`config.mk`:
```
export PLATFORM = sky130hd
export DESIGN_NAME = lsu_dtif
export DESIGN_NICKNAME = d
export VERILOG_FILES = /design/src/dtif_pkg.sv /design/src/dtif_fsm.sv /design/src/dtif_req_gen.sv /design/src/lsu_dtif.sv
export SDC_FILE = /design/constraint.sdc
export NUM_CORES = 1
export LEC_CHECK = 0
export ABC_AREA = 0
export BUFFER_PORTS_ARGS = -buffer_cell sky130_fd_sc_hd__buf_4
export CAP_MARGIN = 10
export CORE_AREA = 10 10 180 182
export DETAILED_ROUTE_END_ITERATION = 12
export DIE_AREA = 0 0 190 192
export PLACE_DENSITY = 0.52
export SYNTH_ARGS = -nofsm -noshare
export SYNTH_HDL_FRONTEND = slang
export SYNTH_SLANG_ARGS = --single-unit
```
`constraint.sdc`:
```
create_clock -name dt_fsm_clk -period 3.6 [get_ports dt_fsm_clk]
set_clock_uncertainty 0.05 [all_clocks]
set_input_delay 0.54 -clock dt_fsm_clk [delete_from_list [all_inputs] [get_ports dt_fsm_clk]]
set_output_delay 0.54 -clock dt_fsm_clk [all_outputs]
set_load 0.02 [all_outputs]
```
`src/dtif_pkg.sv`:
```
// debug-trigger interface shared widths, check states and load/store type codes
package dtif_pkg;

  // ==============================
  // widths
  // ==============================
  localparam int pa_width        = 40;
  localparam int data_width      = 64;
  localparam int bytes_vld_width = 16;
  localparam int size_width      = 3;

  // halt info from the trigger unit
  localparam int hinfo_width      = 22;
  localparam int hinfo_cancel_bit = 0;

  // ==============================
  // check state encoding
  // ==============================
  typedef enum logic [2:0] {
    idle       = 3'd0,
    addr_chk   = 3'd1,
    data_chk   = 3'd2,
    wait_data  = 3'd3,
    wait_pipe  = 3'd4,
    wait_cmplt = 3'd5
  } dt_state_t;

  // ==============================
  // load/store type codes
  // ==============================
  // bit 1 marks a load, bit 0 a store
  typedef logic [1:0] ldst_type_t;

  localparam ldst_type_t ldst_store = 2'b01;
  localparam ldst_type_t ldst_load  = 2'b10;
  // atomics check both sides on the address request
  localparam ldst_type_t ldst_amo   = 2'b11;

endpackage

```
`src/dtif_fsm.sv`:
```
// debug-trigger check FSM with request strobes, stall and completion control
`timescale 1ns/1ps

module dtif_fsm (
  input  logic dt_fsm_clk,
  input  logic cpurst_b,
  input  logic req,
  input  logic addr_ready,
  input  logic st_type,
  input  logic split_last,
  input  logic data_chk_mask,
  input  logic pipe_down,
  input  logic any_data_vld,
  input  logic addr_trig_en,
  input  logic data_trig_en,
  input  logic halt_info_vld,
  input  logic halt_cancel,
  input  logic flush,
  output logic fsm_idle,
  output logic stall,
  output logic cmplt_ready,
  output logic pipedown_mask,
  output logic halt_info_up,
  output logic addr_up,
  output logic data_up,
  output logic addr_req,
  output logic data_req,
  output logic data_chk_en
);

  import dtif_pkg::*;

  dt_state_t cur_state;
  dt_state_t next_state;
  logic      wait_state;
  logic      addr_chk_en;
  logic      addr_start;
  logic      data_start;
  logic      cancel;
  logic      in_chk;

  // ==============================
  // start and cancel decode
  // ==============================
  // data is checked once per split inst, vector data never
  assign data_chk_en = data_trig_en && !data_chk_mask;
  assign addr_chk_en = addr_trig_en;

  assign addr_start = req && addr_ready && addr_chk_en;
  assign data_start = req && data_chk_en && !addr_chk_en;

  assign cancel = halt_info_vld && halt_cancel;

  // ==============================
  // state register
  // ==============================
  always_ff @(posedge dt_fsm_clk or negedge cpurst_b)
  begin
    if (!cpurst_b)
      cur_state <= idle;
    else if (flush)
      cur_state <= idle;
    else
      cur_state <= next_state;
  end

  always_comb
  begin
    next_state = cur_state;
    case (cur_state)
      idle:
      begin
        if (addr_start)
          next_state = addr_chk;
        else if (data_start && st_type)
          next_state = wait_data;
        else if (data_start)
          next_state = wait_pipe;
      end
      addr_chk:
      begin
        if (halt_info_vld && split_last && !data_chk_en || cancel)
          next_state = wait_cmplt;
        else if (halt_info_vld && data_chk_en && st_type)
          next_state = wait_data;
        else if (halt_info_vld)
          next_state = wait_pipe;
      end
      data_chk:
      begin
        if (halt_info_vld && split_last || cancel)
          next_state = wait_cmplt;
        else if (halt_info_vld)
          next_state = wait_pipe;
      end
      wait_data:
      begin
        if (any_data_vld)
          next_state = data_chk;
      end
      wait_pipe:
      begin
        // load data is only ready once the pipe has drained
        if (pipe_down && !st_type && data_chk_en)
          next_state = wait_data;
        else if (pipe_down)
          next_state = idle;
      end
      wait_cmplt:
      begin
        if (pipe_down)
          next_state = idle;
      end
      default: next_state = idle;
    endcase
  end

  // ==============================
  // wait flag
  // ==============================
  // first cycle of a check state is the request, then hold until the answer
  assign in_chk = (cur_state == addr_chk) || (cur_state == data_chk);

  always_ff @(posedge dt_fsm_clk or negedge cpurst_b)
  begin
    if (!cpurst_b)
      wait_state <= 1'b0;
    else if (flush || in_chk && halt_info_vld)
      wait_state <= 1'b0;
    else if (in_chk)
      wait_state <= 1'b1;
  end

  assign addr_req = (cur_state == addr_chk) && !wait_state;
  assign data_req = (cur_state == data_chk) && !wait_state;

  // ==============================
  // outputs
  // ==============================
  assign fsm_idle = (cur_state == idle);

  assign stall = fsm_idle && req && (addr_chk_en || data_chk_en)
                 || in_chk
                 || (cur_state == wait_data);

  assign cmplt_ready = (cur_state == wait_cmplt);

  // load completion must wait for pipedown
  assign pipedown_mask = (cur_state == wait_cmplt) && data_chk_en && !st_type;

  assign halt_info_up = in_chk && halt_info_vld;

  // capture strobes toward the request generator
  assign addr_up = fsm_idle && addr_start;
  assign data_up = (cur_state == wait_data) && any_data_vld;

  // ==============================
  // assertions
  // ==============================
  a_req_onehot: assert property (
    @(posedge dt_fsm_clk) disable iff (!cpurst_b)
    !(addr_req && data_req)
  );

  a_state_legal: assert property (
    @(posedge dt_fsm_clk) disable iff (!cpurst_b)
    cur_state inside {idle, addr_chk, data_chk, wait_data, wait_pipe, wait_cmplt}
  );

endmodule

```
`src/dtif_req_gen.sv`:
```
// trigger request generator with address and data snapshots, type and last-check
`timescale 1ns/1ps

module dtif_req_gen (
  input  logic                                    dt_fsm_clk,
  input  logic                                    cpurst_b,
  input  logic                                    addr_up,
  input  logic                                    data_up,
  input  logic                                    addr_req,
  input  logic                                    data_req,
  input  logic                                    data_chk_en,
  input  logic                                    addr_trig_en,
  input  logic                                    st_type,
  input  logic                                    amo_type,
  input  logic                                    split_last,
  input  logic [dtif_pkg::pa_width-1:0]           addr,
  input  logic [dtif_pkg::bytes_vld_width-1:0]    bytes_vld,
  input  logic [dtif_pkg::data_width-1:0]         ag_data,
  input  logic                                    ag_data_vld,
  input  logic [dtif_pkg::data_width-1:0]         da_data,
  input  logic                                    da_data_vld,
  input  logic [dtif_pkg::data_width-1:0]         vlsu_data,
  output logic [dtif_pkg::pa_width-1:0]           ldst_addr,
  output logic [dtif_pkg::bytes_vld_width-1:0]    ldst_bytes_vld,
  output logic [dtif_pkg::data_width-1:0]         ldst_data,
  output dtif_pkg::ldst_type_t                    ldst_type,
  output logic                                    last_check
);

  import dtif_pkg::*;

  logic [data_width-1:0] sel_data;
  logic                  addr_last;
  logic                  data_last;
  logic                  addr_last_ff;
  logic                  data_last_ff;
  logic                  load_data_ff;
  ldst_type_t            addr_type;
  ldst_type_t            data_type;

  // ==============================
  // data source select
  // ==============================
  // da first, then ag, vlsu as the fallback
  always_comb
  begin
    if (da_data_vld)
      sel_data = da_data;
    else if (ag_data_vld)
      sel_data = ag_data;
    else
      sel_data = vlsu_data;
  end

  // ==============================
  // snapshots
  // ==============================
  // address is the last check only when no data check follows
  assign addr_last = split_last && !data_chk_en;
  assign data_last = !addr_trig_en || !st_type || split_last;

  always_ff @(posedge dt_fsm_clk or negedge cpurst_b)
  begin
    if (!cpurst_b)
    begin
      ldst_addr      <= '0;
      ldst_bytes_vld <= '0;
      addr_last_ff   <= 1'b0;
    end
    else if (addr_up)
    begin
      ldst_addr      <= addr;
      ldst_bytes_vld <= bytes_vld;
      addr_last_ff   <= addr_last;
    end
  end

  always_ff @(posedge dt_fsm_clk or negedge cpurst_b)
  begin
    if (!cpurst_b)
    begin
      ldst_data    <= '0;
      load_data_ff <= 1'b0;
      data_last_ff <= 1'b0;
    end
    else if (data_up)
    begin
      ldst_data    <= sel_data;
      // da returns load data
      load_data_ff <= da_data_vld;
      data_last_ff <= data_last;
    end
  end

  // ==============================
  // type and last check
  // ==============================
  // amo checks both sides on the address request
  always_comb
  begin
    if (amo_type)
      addr_type = ldst_amo;
    else if (st_type)
      addr_type = ldst_store;
    else
      addr_type = ldst_load;
  end

  assign data_type = load_data_ff ? ldst_load : ldst_store;
  assign ldst_type = addr_req ? addr_type : data_type;

  assign last_check = addr_req && addr_last_ff || data_req && data_last_ff;

  // ==============================
  // assertions
  // ==============================
  a_last_in_req: assert property (
    @(posedge dt_fsm_clk) disable iff (!cpurst_b)
    last_check |-> (addr_req || data_req)
  );

endmodule

```
`src/lsu_dtif.sv`:
```
// load/store debug-trigger interface between address stage and trigger unit
`timescale 1ns/1ps

module lsu_dtif (
  input  logic                                  dt_fsm_clk,
  input  logic                                  cpurst_b,
  input  logic                                  ag_dtu_req,
  input  logic                                  ag_dtu_addr_ready,
  input  logic                                  ag_dtu_st_type,
  input  logic                                  ag_dtu_amo_type,
  input  logic                                  ag_dtu_split_last,
  input  logic                                  ag_dtu_data_chk_mask,
  input  logic                                  ag_dtu_pipe_down,
  input  logic [dtif_pkg::pa_width-1:0]         ag_dtu_addr,
  input  logic [dtif_pkg::bytes_vld_width-1:0]  ag_dtu_bytes_vld,
  input  logic [dtif_pkg::data_width-1:0]       ag_dtu_data,
  input  logic                                  ag_dtu_data_vld,
  input  logic [dtif_pkg::hinfo_width-1:0]      ag_dtu_halt_info,
  input  logic [dtif_pkg::size_width-1:0]       ag_dtu_mem_access_size,
  input  logic [dtif_pkg::data_width-1:0]       da_dtu_data,
  input  logic                                  da_dtu_data_vld,
  input  logic [dtif_pkg::data_width-1:0]       vlsu_dtu_data,
  input  logic                                  vlsu_dtu_data_vld,
  input  logic                                  dtu_lsu_addr_trig_en,
  input  logic                                  dtu_lsu_data_trig_en,
  input  logic [dtif_pkg::hinfo_width-1:0]      dtu_lsu_halt_info,
  input  logic                                  dtu_lsu_halt_info_vld,
  input  logic                                  rtu_yy_xx_flush,
  output logic                                  dtif_ag_stall,
  output logic                                  dtif_ag_cmplt_ready,
  output logic                                  dtif_ag_fsm_idle,
  output logic                                  dtif_ag_pipedown_mask,
  output logic                                  dtif_ag_halt_info_up,
  output logic [dtif_pkg::hinfo_width-1:0]      dtif_ag_halt_info,
  output logic                                  dtif_ag_trig_en,
  output logic                                  lsu_dtu_ldst_addr_vld,
  output logic [dtif_pkg::pa_width-1:0]         lsu_dtu_ldst_addr,
  output logic [dtif_pkg::bytes_vld_width-1:0]  lsu_dtu_ldst_bytes_vld,
  output logic                                  lsu_dtu_ldst_data_vld,
  output logic [dtif_pkg::data_width-1:0]       lsu_dtu_ldst_data,
  output dtif_pkg::ldst_type_t                  lsu_dtu_ldst_type,
  output logic                                  lsu_dtu_last_check,
  output logic [dtif_pkg::size_width-1:0]       lsu_dtu_mem_access_size,
  output logic [dtif_pkg::hinfo_width-1:0]      lsu_dtu_halt_info
);

  import dtif_pkg::*;

  logic addr_up;
  logic data_up;
  logic addr_req;
  logic data_req;
  logic data_chk_en;
  logic any_data_vld;

  assign any_data_vld = ag_dtu_data_vld || da_dtu_data_vld || vlsu_dtu_data_vld;

  // ==============================
  // check FSM
  // ==============================
  dtif_fsm u_fsm (
    .dt_fsm_clk    (dt_fsm_clk),
    .cpurst_b      (cpurst_b),
    .req           (ag_dtu_req),
    .addr_ready    (ag_dtu_addr_ready),
    .st_type       (ag_dtu_st_type),
    .split_last    (ag_dtu_split_last),
    .data_chk_mask (ag_dtu_data_chk_mask),
    .pipe_down     (ag_dtu_pipe_down),
    .any_data_vld  (any_data_vld),
    .addr_trig_en  (dtu_lsu_addr_trig_en),
    .data_trig_en  (dtu_lsu_data_trig_en),
    .halt_info_vld (dtu_lsu_halt_info_vld),
    .halt_cancel   (dtu_lsu_halt_info[hinfo_cancel_bit]),
    .flush         (rtu_yy_xx_flush),
    .fsm_idle      (dtif_ag_fsm_idle),
    .stall         (dtif_ag_stall),
    .cmplt_ready   (dtif_ag_cmplt_ready),
    .pipedown_mask (dtif_ag_pipedown_mask),
    .halt_info_up  (dtif_ag_halt_info_up),
    .addr_up       (addr_up),
    .data_up       (data_up),
    .addr_req      (addr_req),
    .data_req      (data_req),
    .data_chk_en   (data_chk_en)
  );

  // ==============================
  // request generator
  // ==============================
  dtif_req_gen u_req_gen (
    .dt_fsm_clk     (dt_fsm_clk),
    .cpurst_b       (cpurst_b),
    .addr_up        (addr_up),
    .data_up        (data_up),
    .addr_req       (addr_req),
    .data_req       (data_req),
    .data_chk_en    (data_chk_en),
    .addr_trig_en   (dtu_lsu_addr_trig_en),
    .st_type        (ag_dtu_st_type),
    .amo_type       (ag_dtu_amo_type),
    .split_last     (ag_dtu_split_last),
    .addr           (ag_dtu_addr),
    .bytes_vld      (ag_dtu_bytes_vld),
    .ag_data        (ag_dtu_data),
    .ag_data_vld    (ag_dtu_data_vld),
    .da_data        (da_dtu_data),
    .da_data_vld    (da_dtu_data_vld),
    .vlsu_data      (vlsu_dtu_data),
    .ldst_addr      (lsu_dtu_ldst_addr),
    .ldst_bytes_vld (lsu_dtu_ldst_bytes_vld),
    .ldst_data      (lsu_dtu_ldst_data),
    .ldst_type      (lsu_dtu_ldst_type),
    .last_check     (lsu_dtu_last_check)
  );

  assign lsu_dtu_ldst_addr_vld = addr_req;
  assign lsu_dtu_ldst_data_vld = data_req;

  // halt info and access size pass straight through
  assign dtif_ag_halt_info       = dtu_lsu_halt_info;
  assign lsu_dtu_halt_info       = ag_dtu_halt_info;
  assign lsu_dtu_mem_access_size = ag_dtu_mem_access_size;

  // keeps the address stage from completing early while any check is on
  assign dtif_ag_trig_en = dtu_lsu_addr_trig_en || data_chk_en;

endmodule

```
==> results of run 1 <==
-- state kept, by name, indices dropped and copies added (netlist names) --
signal,flops
u_fsm.cur_state,3
u_fsm.wait_state,1
u_req_gen.addr_last_ff,1
u_req_gen.data_last_ff,1
u_req_gen.ldst_addr,40
u_req_gen.ldst_bytes_vld,16
u_req_gen.ldst_data,64
u_req_gen.load_data_ff,1
-- where the power goes --
group	switching [W]	leakage, nW	internal [W]
Combinational	0.000560	3.12	0.000597
Clock	0.000712	0.297	0.00105
Sequential	0.0000946	1.65	0.00160
Total	0.00137	5.07	0.00325
-- through the flow --
step	cells	util
final	1390	0.355
after floorplan	661	-
after global placement	1357	0.334
after CTS	1389	0.355
after global routing	1390	0.355
after detailed placement	1357	0.334
-- area by class of cell --
cell class,count,area (µm²)
Clock buffer,18,439
Clock inverter,14,156
Timing Repair Buffer,403,3080
Fill cell,2977,18500
Multi-Input combinational cell,437,2810
Sequential cell,127,3180
Inverter,6,22.5
Antenna cell,1,2.50
Tap cell,384,480
-- cell usage in the layout, fill, tap and decap left out, types with 3 or more instances in the layout --
cell type,Yosys,routed
nor3_1,3,3
mux2i_1,64,64
clkinv_2,0,3
a21oi_1,70,70
nand2_1,69,68
nand2b_1,3,3
mux2_2,38,38
nor3b_1,3,3
mux2_1,19,19
o21ai_0,64,64
inv_1,6,6
buf_4,54,398
nand3b_1,3,3
dfrtp_1,127,127
inv_6,0,3
o21ai_1,4,4
clkbuf_16,0,17
clkinv_4,0,5
nor2_1,71,71
buf_12,0,4
-- worst max path at each step --
stage / end / slack [ns]
after global routing: lsu_dtu_last_check / 0.78
after detailed placement: u_req_gen.data_last_ff / 1.23
after floorplan: lsu_dtu_last_check / 1.33
after CTS: lsu_dtu_last_check / 0.84
final: lsu_dtu_last_check / 0.88
after global placement: u_req_gen.data_last_ff / 1.25
-- critical path, delay by kind of cell, from the launching register on --
kind | cells | cell delay (ns)
AOI/OAI and AO/OA | 1 | 0.21
buffers and inverters | 1 | 0.16
DFF | 1 | 0.63
and+or+nand+nor | 2 | 0.71
-- layer usage --
| metal | share of wire | routed length, µm |
|---|---|---|
| met4 | 0.023 | 601 |
| met2 | 0.49 | 12900 |
| met3 | 0.10 | 2630 |
| met5 | 0 | 0 |
| met1 | 0.39 | 10300 |
-- kinds of logic after synthesis --
group / share of synthesized area
AOI/OAI and AO/OA: 0.122
xor gates and xnor gates: 0.00133
buffers and inverters: 0.0924
DFF: 0.482
muxes: 0.195
and+or+nand+nor: 0.107
==> run summary, run 1 <==
Clk sinks -> 127
M2 GR Usage -> 0.231
Crit Path Class -> register to output pin
DP Area -> 9570 µm²
Design area -> 10200 µm²
Pre-CTS setup slack -> 1.23 ns
Via/cell ratio -> 4.26
Max-cap violations -> 0
Remaining DRCs -> 0
Proportion of layout cells with a drive suffix above 1 -> 0.474
Final Critical Period -> 2.72 ns
Area contributors post-synth -> dfrtp_1 (48%), mux2i_1 (9.7%), mux2_2 (6.5%)
Reg-to-reg critical path startpoint -> u_fsm.cur_state[1]
# rows -> 62
R2R cell count -> 5
Drt pass-1 iters -> 6
Worst Setup SP -> u_fsm.cur_state[1]
Port bufs -> 396
R2R Path End -> u_req_gen.data_last_ff
Syn avg cell area -> 9.97 µm²
Slowest stage cell on the critical path -> dfrtp_1
Ys Warns -> 0
Hold violation total from the final report -> 0
Io pins -> 489
Post-CTS setup buffers -> 0
Clk pin slew, worst setup/hold paths -> 0.06 ns
Cell variety after synth -> 38
Mapped cell area -> 6590 µm²
Final Max Tran Viols -> 0
Die Y -> 192 µm
Yosys top cell area share -> 0.482
Crit path DAT -> 2.13 ns
Initial antenna violation count -> 1
Starting Density -> 0.230
Syn Inst Count -> 661
GPL Wtd Cong -> 0.821
Clk_lat worst skew -> 0.41 ns
Root Driver -> clkbuf_16
Flop2flop setup slack -> 1.45 ns
P per Cell Area -> 454 nW/µm²
Cell taking the most area after synthesis -> dfrtp_1
Vias in the first global route -> 6300
CP Max Fanout -> 14
Largest net degree at the start of global routing -> 80
Period utilization -> 0.755
Final nets -> 1303
Vias -> 5927
CP Capture Type -> output pin
Outcome -> finished clean
Max-slew headroom -> 0.482
First-pass GRT wire length -> 38500 µm
Die area -> 36500 µm²
GRT busiest layer -> met2
Met1 usage -> 0.149
Hold Buf Count CTS -> 0
Wire per inst -> 19.0 µm
Final Worst Setup Slack -> 0.882 ns
Fmax -> 368 MHz
Worst-path cell chain -> or3b_2 > nor2_1 > a22o_1 > buf_4
Ys async rst share -> 1.00
Core ar. -> 28600 µm²
Final ANT Viol Nets -> 0
Cts repair resizes -> 0
Synth top cells by count -> dfrtp_1 (127), nor2_1 (71), a21oi_1 (70)
CTS Buf Count -> 17
Setup crit start kind -> register
Total power -> 0.00462 W
EDFF count, synth -> 0
Final setup viols -> 0
GRT Util Overall -> 0.138
Post-synth net total -> 972
RSZ-0062 raised after global routing -> no
Hold Slack -> 0.0418 ns
Post-DP HPWL -> 21200 µm
Crit path largest cell delay -> 0.63 ns
DR iter-0 viols -> 168
# H-tree levels -> 4
Layout overhead on the synthesized area -> 54.3%
Worst vdd ir -> 0.000281 V
Most numerous cell in the Yosys netlist -> dfrtp_1
Yosys reg bits -> 127
Die width -> 190 µm
Total wire length -> 26400 µm
Primary FF master, synth -> dfrtp_1
Sequential element share of the synthesized area -> 0.482
CTS tree -> built
Gr ovfl total -> 0
Final setup TNS -> 0 ns
Clock buffer depth -> 2
Hold WC Path Type -> primary input to asynchronous set/reset pin
Slew @ Worst Pin -> 0.777 ns
Required time worst endpoint -> 3.01 ns
Grt met3 use -> 0.0631
Leakage -> 5.07 nW
Power figures use the tool's default switching activity.
==> run 2: changes to the inputs <==
--- a/config.mk
+++ b/config.mk
@@ -11,7 +11,7 @@
 export CORE_AREA = 10 10 180 182
 export DETAILED_ROUTE_END_ITERATION = 12
 export DIE_AREA = 0 0 190 192
-export PLACE_DENSITY = 0.52
+export PLACE_DENSITY = 0.53
 export SYNTH_ARGS = -nofsm -noshare
 export SYNTH_HDL_FRONTEND = slang
 export SYNTH_SLANG_ARGS = --single-unit
==> constraint.sdc (replaced) <==
create_clock -name dt_fsm_clk -period 2.39 [get_ports dt_fsm_clk]
set_clock_uncertainty 0.05 [all_clocks]
set_input_delay 0.3585 -clock dt_fsm_clk [delete_from_list [all_inputs] [get_ports dt_fsm_clk]]
set_output_delay 0.3585 -clock dt_fsm_clk [all_outputs]
set_load 0.02 [all_outputs]
==> run 2 against run 1 <==
Compared with the run above: global-route usage fell by 0.15 points; die area did not move; combinational power rose by 53%; non-clock buffer count rose by 9; flip-flop and latch count did not move; worst setup slack got worse by 0.74 ns; cell area rose by 1.0%.
==> run summary, run 2 (synthesized netlist as in run 1, its figures left out) <==
Final Max Tran Viols -> 0
Crit Path Class -> register to output pin
Clk pin slew, worst setup/hold paths -> 0.06 ns
GRT Util Overall -> 0.136
Drt pass-1 iters -> 4
Die area -> 36500 µm²
CP Capture Type -> output pin
Final ANT Viol Nets -> 0
RSZ-0062 raised after global routing -> no
Max-cap violations -> 0
Root Driver -> clkbuf_16
Outcome -> finished clean
Clk_lat worst skew -> 0.40 ns
# H-tree levels -> 4
Final nets -> 1312
Die width -> 190 µm
# rows -> 62
Core ar. -> 28600 µm²
Worst vdd ir -> 0.000355 V
Largest registers -> u_req_gen.ldst_data (64), u_req_gen.ldst_addr (40), u_req_gen.ldst_bytes_vld (16)
Number of fill cells in the layout -> 2958
Io pins -> 489
Hold WC Path Type -> primary input to register
CP Max Fanout -> 6
Proportion of layout cells with a drive suffix above 1 -> 0.476
DP Area -> 9660 µm²
First-pass GRT wire length -> 38700 µm
Leakage -> 5.11 nW
Layout overhead on the synthesized area -> 55.9%
Total wire length -> 26200 µm
Clk sinks -> 127
Most flop-heavy register -> u_req_gen.ldst_data
Final setup TNS -> 0 ns
Vias in the first global route -> 6385
Post-CTS setup buffers -> 0
Hold violation total from the final report -> 0
GPL Wtd Cong -> 0.789
Period utilization -> 0.942
Max FFs per register -> 64
Design area -> 10300 µm²
Most common cell after layout, fill and taps aside -> buf_4
ANT cells -> 0
Crit path DAT -> 1.84 ns
Final setup viols -> 0
Final Critical Period -> 2.25 ns
Required time worst endpoint -> 1.98 ns
Via/cell ratio -> 4.31
Port bufs -> 396
Initial antenna violation count -> 0
DR iter-0 viols -> 140
Vias -> 6019
Largest net degree at the start of global routing -> 79
Cts repair resizes -> 0
Final core occ -> 0.359
CTS Buf Count -> 17
CTS tree -> built
Hold Buf Count CTS -> 1
Post-DP HPWL -> 21100 µm
Setup crit start kind -> register
Most frequent cells in the layout -> buf_4 (404), dfrtp_1 (127), nor2_1 (71), a21oi_1 (70), nand2_1 (68)
Gr ovfl total -> 0
Max-slew headroom -> 0.636
Wire per inst -> 18.7 µm
Remaining DRCs -> 0
Clock buffer depth -> 2
Die Y -> 192 µm
P per Cell Area -> 687 nW/µm²
Fmax -> 444 MHz
Starting Density -> 0.230
Slew @ Worst Pin -> 0.546 ns
==> run 2: worst paths after layout <==
| kind | startpoint | endpoint | slack, ns | cells past startpoint |
|---|---|---|---|---|
| setup / recovery | u_fsm.cur_state[2] | lsu_dtu_last_check | 0.14 | 4 |
| hold / removal | rtu_yy_xx_flush | u_fsm.wait_state | 0.1 | 2 |
| setup reg to reg | u_fsm.cur_state[0] | u_req_gen.ldst_addr[11] | 0.52 | 4 |
| hold reg to reg | u_req_gen.ldst_data[12] | u_req_gen.ldst_data[12] | 0.43 | 2 |
| max in group asynchronous | cpurst_b | u_req_gen.ldst_addr[33] | 1.12 | 3 |
| min in group asynchronous | cpurst_b | u_req_gen.ldst_bytes_vld[6] | 0.39 | 2 |
==> run 2: area by class of cell <==
cell class / instances / area (µm²) / area share
flip-flops and latches: 127 / 3180 / 0.309
repair buffers: 412 / 3170 / 0.309
multi-input cells: 437 / 2810 / 0.274
well taps: 384 / 480 / 0.0467
clock buffers: 18 / 429 / 0.0418
clock inverters: 14 / 180 / 0.0175
inverters: 6 / 22.5 / 0.00219
==> run 2: power by group <==
group / switching [W] / internal [W] / leakage, nW / total (W)
Clock: 0.00108 / 0.00166 / 0.286 / 0.00275
Sequential: 0.000137 / 0.00242 / 1.65 / 0.00255
Combinational: 0.000856 / 0.000909 / 3.18 / 0.00177
Total: 0.00208 / 0.00499 / 5.11 / 0.00706
==> run 2: layer usage <==
layer,vias up,track usage,share of wire
met5,-,0,0
met4,0,0.0379,0.014
met3,27,0.0577,0.096
met2,268,0.242,0.51
met1,2801,0.144,0.38
li1,2923,-,-
==> run 2: through the flow <==
step	setup slack (ns)	hold slack [ns]	power, W	instances
floorplan	0.301	0.0129	0.00350	661
global placement	0.576	0.284	0.00437	1365
detailed placement	0.535	0.284	0.00439	1365
CTS	0.110	0.0657	0.00722	1398
global route	0.0727	0.0831	0.00744	1398
finish	0.138	0.100	0.00706	1398
==> run 2: worst max-delay path, cell delays in order, from the launching register on <==
cell and delay, ns:
dfrtp_1 0.45, or3b_2 0.52, nor2_1 0.17, a22o_1 0.15, buf_4 0.14
==> run 3: changes to the inputs <==
--- a/config.mk
+++ b/config.mk
@@ -8,10 +8,10 @@
 export ABC_AREA = 0
 export BUFFER_PORTS_ARGS = -buffer_cell sky130_fd_sc_hd__buf_4
 export CAP_MARGIN = 10
-export CORE_AREA = 10 10 180 182
+export CORE_AREA = 10 10 183 185
 export DETAILED_ROUTE_END_ITERATION = 12
-export DIE_AREA = 0 0 190 192
-export PLACE_DENSITY = 0.53
+export DIE_AREA = 0 0 193 195
+export PLACE_DENSITY = 0.52
 export SYNTH_ARGS = -nofsm -noshare
 export SYNTH_HDL_FRONTEND = slang
 export SYNTH_SLANG_ARGS = --single-unit
==> run 3 against run 2 <==
Compared with the run above: worst setup slack lost 0.022 ns; via count shrank 0.32%; global-route usage shrank 0.31 points; critical path type unchanged; largest cell class is now non-clock buffers; largest power group unchanged.
==> run summary, run 3 (synthesized netlist as in run 1, its figures left out) <==
Outcome -> finished clean
Total wire length -> 26200 µm
Most frequent cells in the layout -> buf_4 (407), dfrtp_1 (126), nor2_1 (71), a21oi_1 (70), nand2_1 (68)
Number of fill cells in the layout -> 3149
GPL Wtd Cong -> 0.789
DP Area -> 9700 µm²
Final cell count without fillers -> 1413
Via/cell ratio -> 4.25
Met1 usage -> 0.145
Period utilization -> 0.951
Vias in the first global route -> 6393
ANT cells -> 0
Proportion of layout cells with a drive suffix above 1 -> 0.479
Wire per inst -> 18.5 µm
P per Cell Area -> 694 nW/µm²
Clock buffer depth -> 2
CTS Buf Count -> 17
First-pass GRT wire length -> 38700 µm
Total power -> 0.00717 W
Crit path largest cell delay -> 0.52 ns
# H-tree levels -> 4
Clk sinks -> 127
Die width -> 193 µm
Fmax -> 440 MHz
Layout overhead on the synthesized area -> 56.9%
Placed insts -> 1380
Final Max Tran Viols -> 0
Slowest stage cell on the critical path -> or3b_2
Clk_lat worst skew -> 0.41 ns
M2 GR Usage -> 0.229
Final Critical Period -> 2.27 ns
Post-DP HPWL -> 21100 µm
Grt met3 use -> 0.0458
Clk pin slew, worst setup/hold paths -> 0.06 ns
Worst-path cell chain -> or3b_2 > nor2_1 > a22o_1 > buf_4
Most flop-heavy register -> u_req_gen.ldst_data
Final setup viols -> 0
Slew @ Worst Pin -> 0.499 ns
Max FFs per register -> 64
Hold WC Path Type -> primary input to register
Max-slew headroom -> 0.665
Hold violation total from the final report -> 0
R2R cell count -> 4
CP Max Fanout -> 7
GRT busiest layer -> met2
Hold Slack -> 0.0802 ns
Largest registers -> u_req_gen.ldst_data (64), u_req_gen.ldst_addr (40), u_req_gen.ldst_bytes_vld (16)
Die area -> 37600 µm²
Drt pass-1 iters -> 4
Final ANT Viol Nets -> 0
Setup crit start kind -> register
DR iter-0 viols -> 123
Initial antenna violation count -> 0
Max-cap violations -> 0
Required time worst endpoint -> 1.98 ns
Crit Path Class -> register to output pin
Vias -> 6000
Io pins -> 489
Core ar. -> 30000 µm²
Port bufs -> 396
CP Capture Type -> output pin
WHS Path Cells -> 2
Crit path DAT -> 1.87 ns
RSZ-0062 raised after global routing -> no
Largest net degree at the start of global routing -> 93
Starting Density -> 0.220
Gr ovfl total -> 0
Worst vdd ir -> 0.000397 V
Most common cell after layout, fill and taps aside -> buf_4
Die Y -> 195 µm
Final setup TNS -> 0 ns
GRT Util Overall -> 0.133
Design area -> 10300 µm²
CTS tree -> built
Remaining DRCs -> 0
Leakage -> 5.15 nW
Final nets -> 1315
Root Driver -> clkbuf_16
# rows -> 64
-- run 3: final cells by class --
type,count,area [µm²],share of cell area
clock inverters,14,205,0.0198
multi-input cells,437,2810,0.272
inverters,6,22.5,0.00218
repair buffers,415,3200,0.309
well taps,396,495,0.0479
flip-flops and latches,127,3180,0.307
clock buffers,18,429,0.0415
-- run 3: final timing paths --
kind	from	end	slack, ns
setup / recovery	u_fsm.cur_state[2]	lsu_dtu_last_check	0.12
hold / removal	rtu_yy_xx_flush	u_fsm.wait_state	0.08
setup reg to reg	u_fsm.cur_state[0]	u_req_gen.ldst_addr[29]	0.57
hold reg to reg	u_req_gen.ldst_data[47]	u_req_gen.ldst_data[47]	0.43
max in group asynchronous	cpurst_b	u_req_gen.ldst_addr[8]	1.16
min in group asynchronous	cpurst_b	u_req_gen.ldst_addr[37]	0.39
-- run 3: routing by layer --
layer	routed length [µm]	share of wire	vias to the layer above
li1	-	-	2927
met1	9960	0.38	2760
met2	13000	0.50	274
met3	2540	0.097	39
met4	693	0.026	0
met5	0	0	-
-- run 3: critical path, delay by kind of cell, from the launching register on --
| family | cells | cell delay, ns |
|---|---|---|
| AO/OA/AOI/OAI | 1 | 0.15 |
| AND/OR/NAND/NOR | 2 | 0.68 |
| buffers and inverters | 1 | 0.15 |
| flip-flops | 1 | 0.47 |
-- run 3: where the power goes --
group	switching, W	internal (W)	leakage, nW	total (W)
sequential	0.000148	0.00242	1.65	0.00256
clock	0.00108	0.00177	0.307	0.00285
combinational	0.000846	0.000912	3.19	0.00176
-- run 3: timing repair --
action / CTS / global route
resized for setup: 0 / 1
setup buffers: 0 / 0
hold buffers: 1 / 0
endpoints found under the setup margin: 0 / 1
endpoints found under the hold margin: 44 / 0
-- run 3: metrics by stage --
step | utilization | setup slack [ns]
final | 0.344 | 0.116
after global routing | 0.344 | 0.00136
after CTS | 0.344 | 0.0703
after detailed placement | 0.323 | 0.540
after global placement | 0.323 | 0.563
after floorplan | - | 0.301
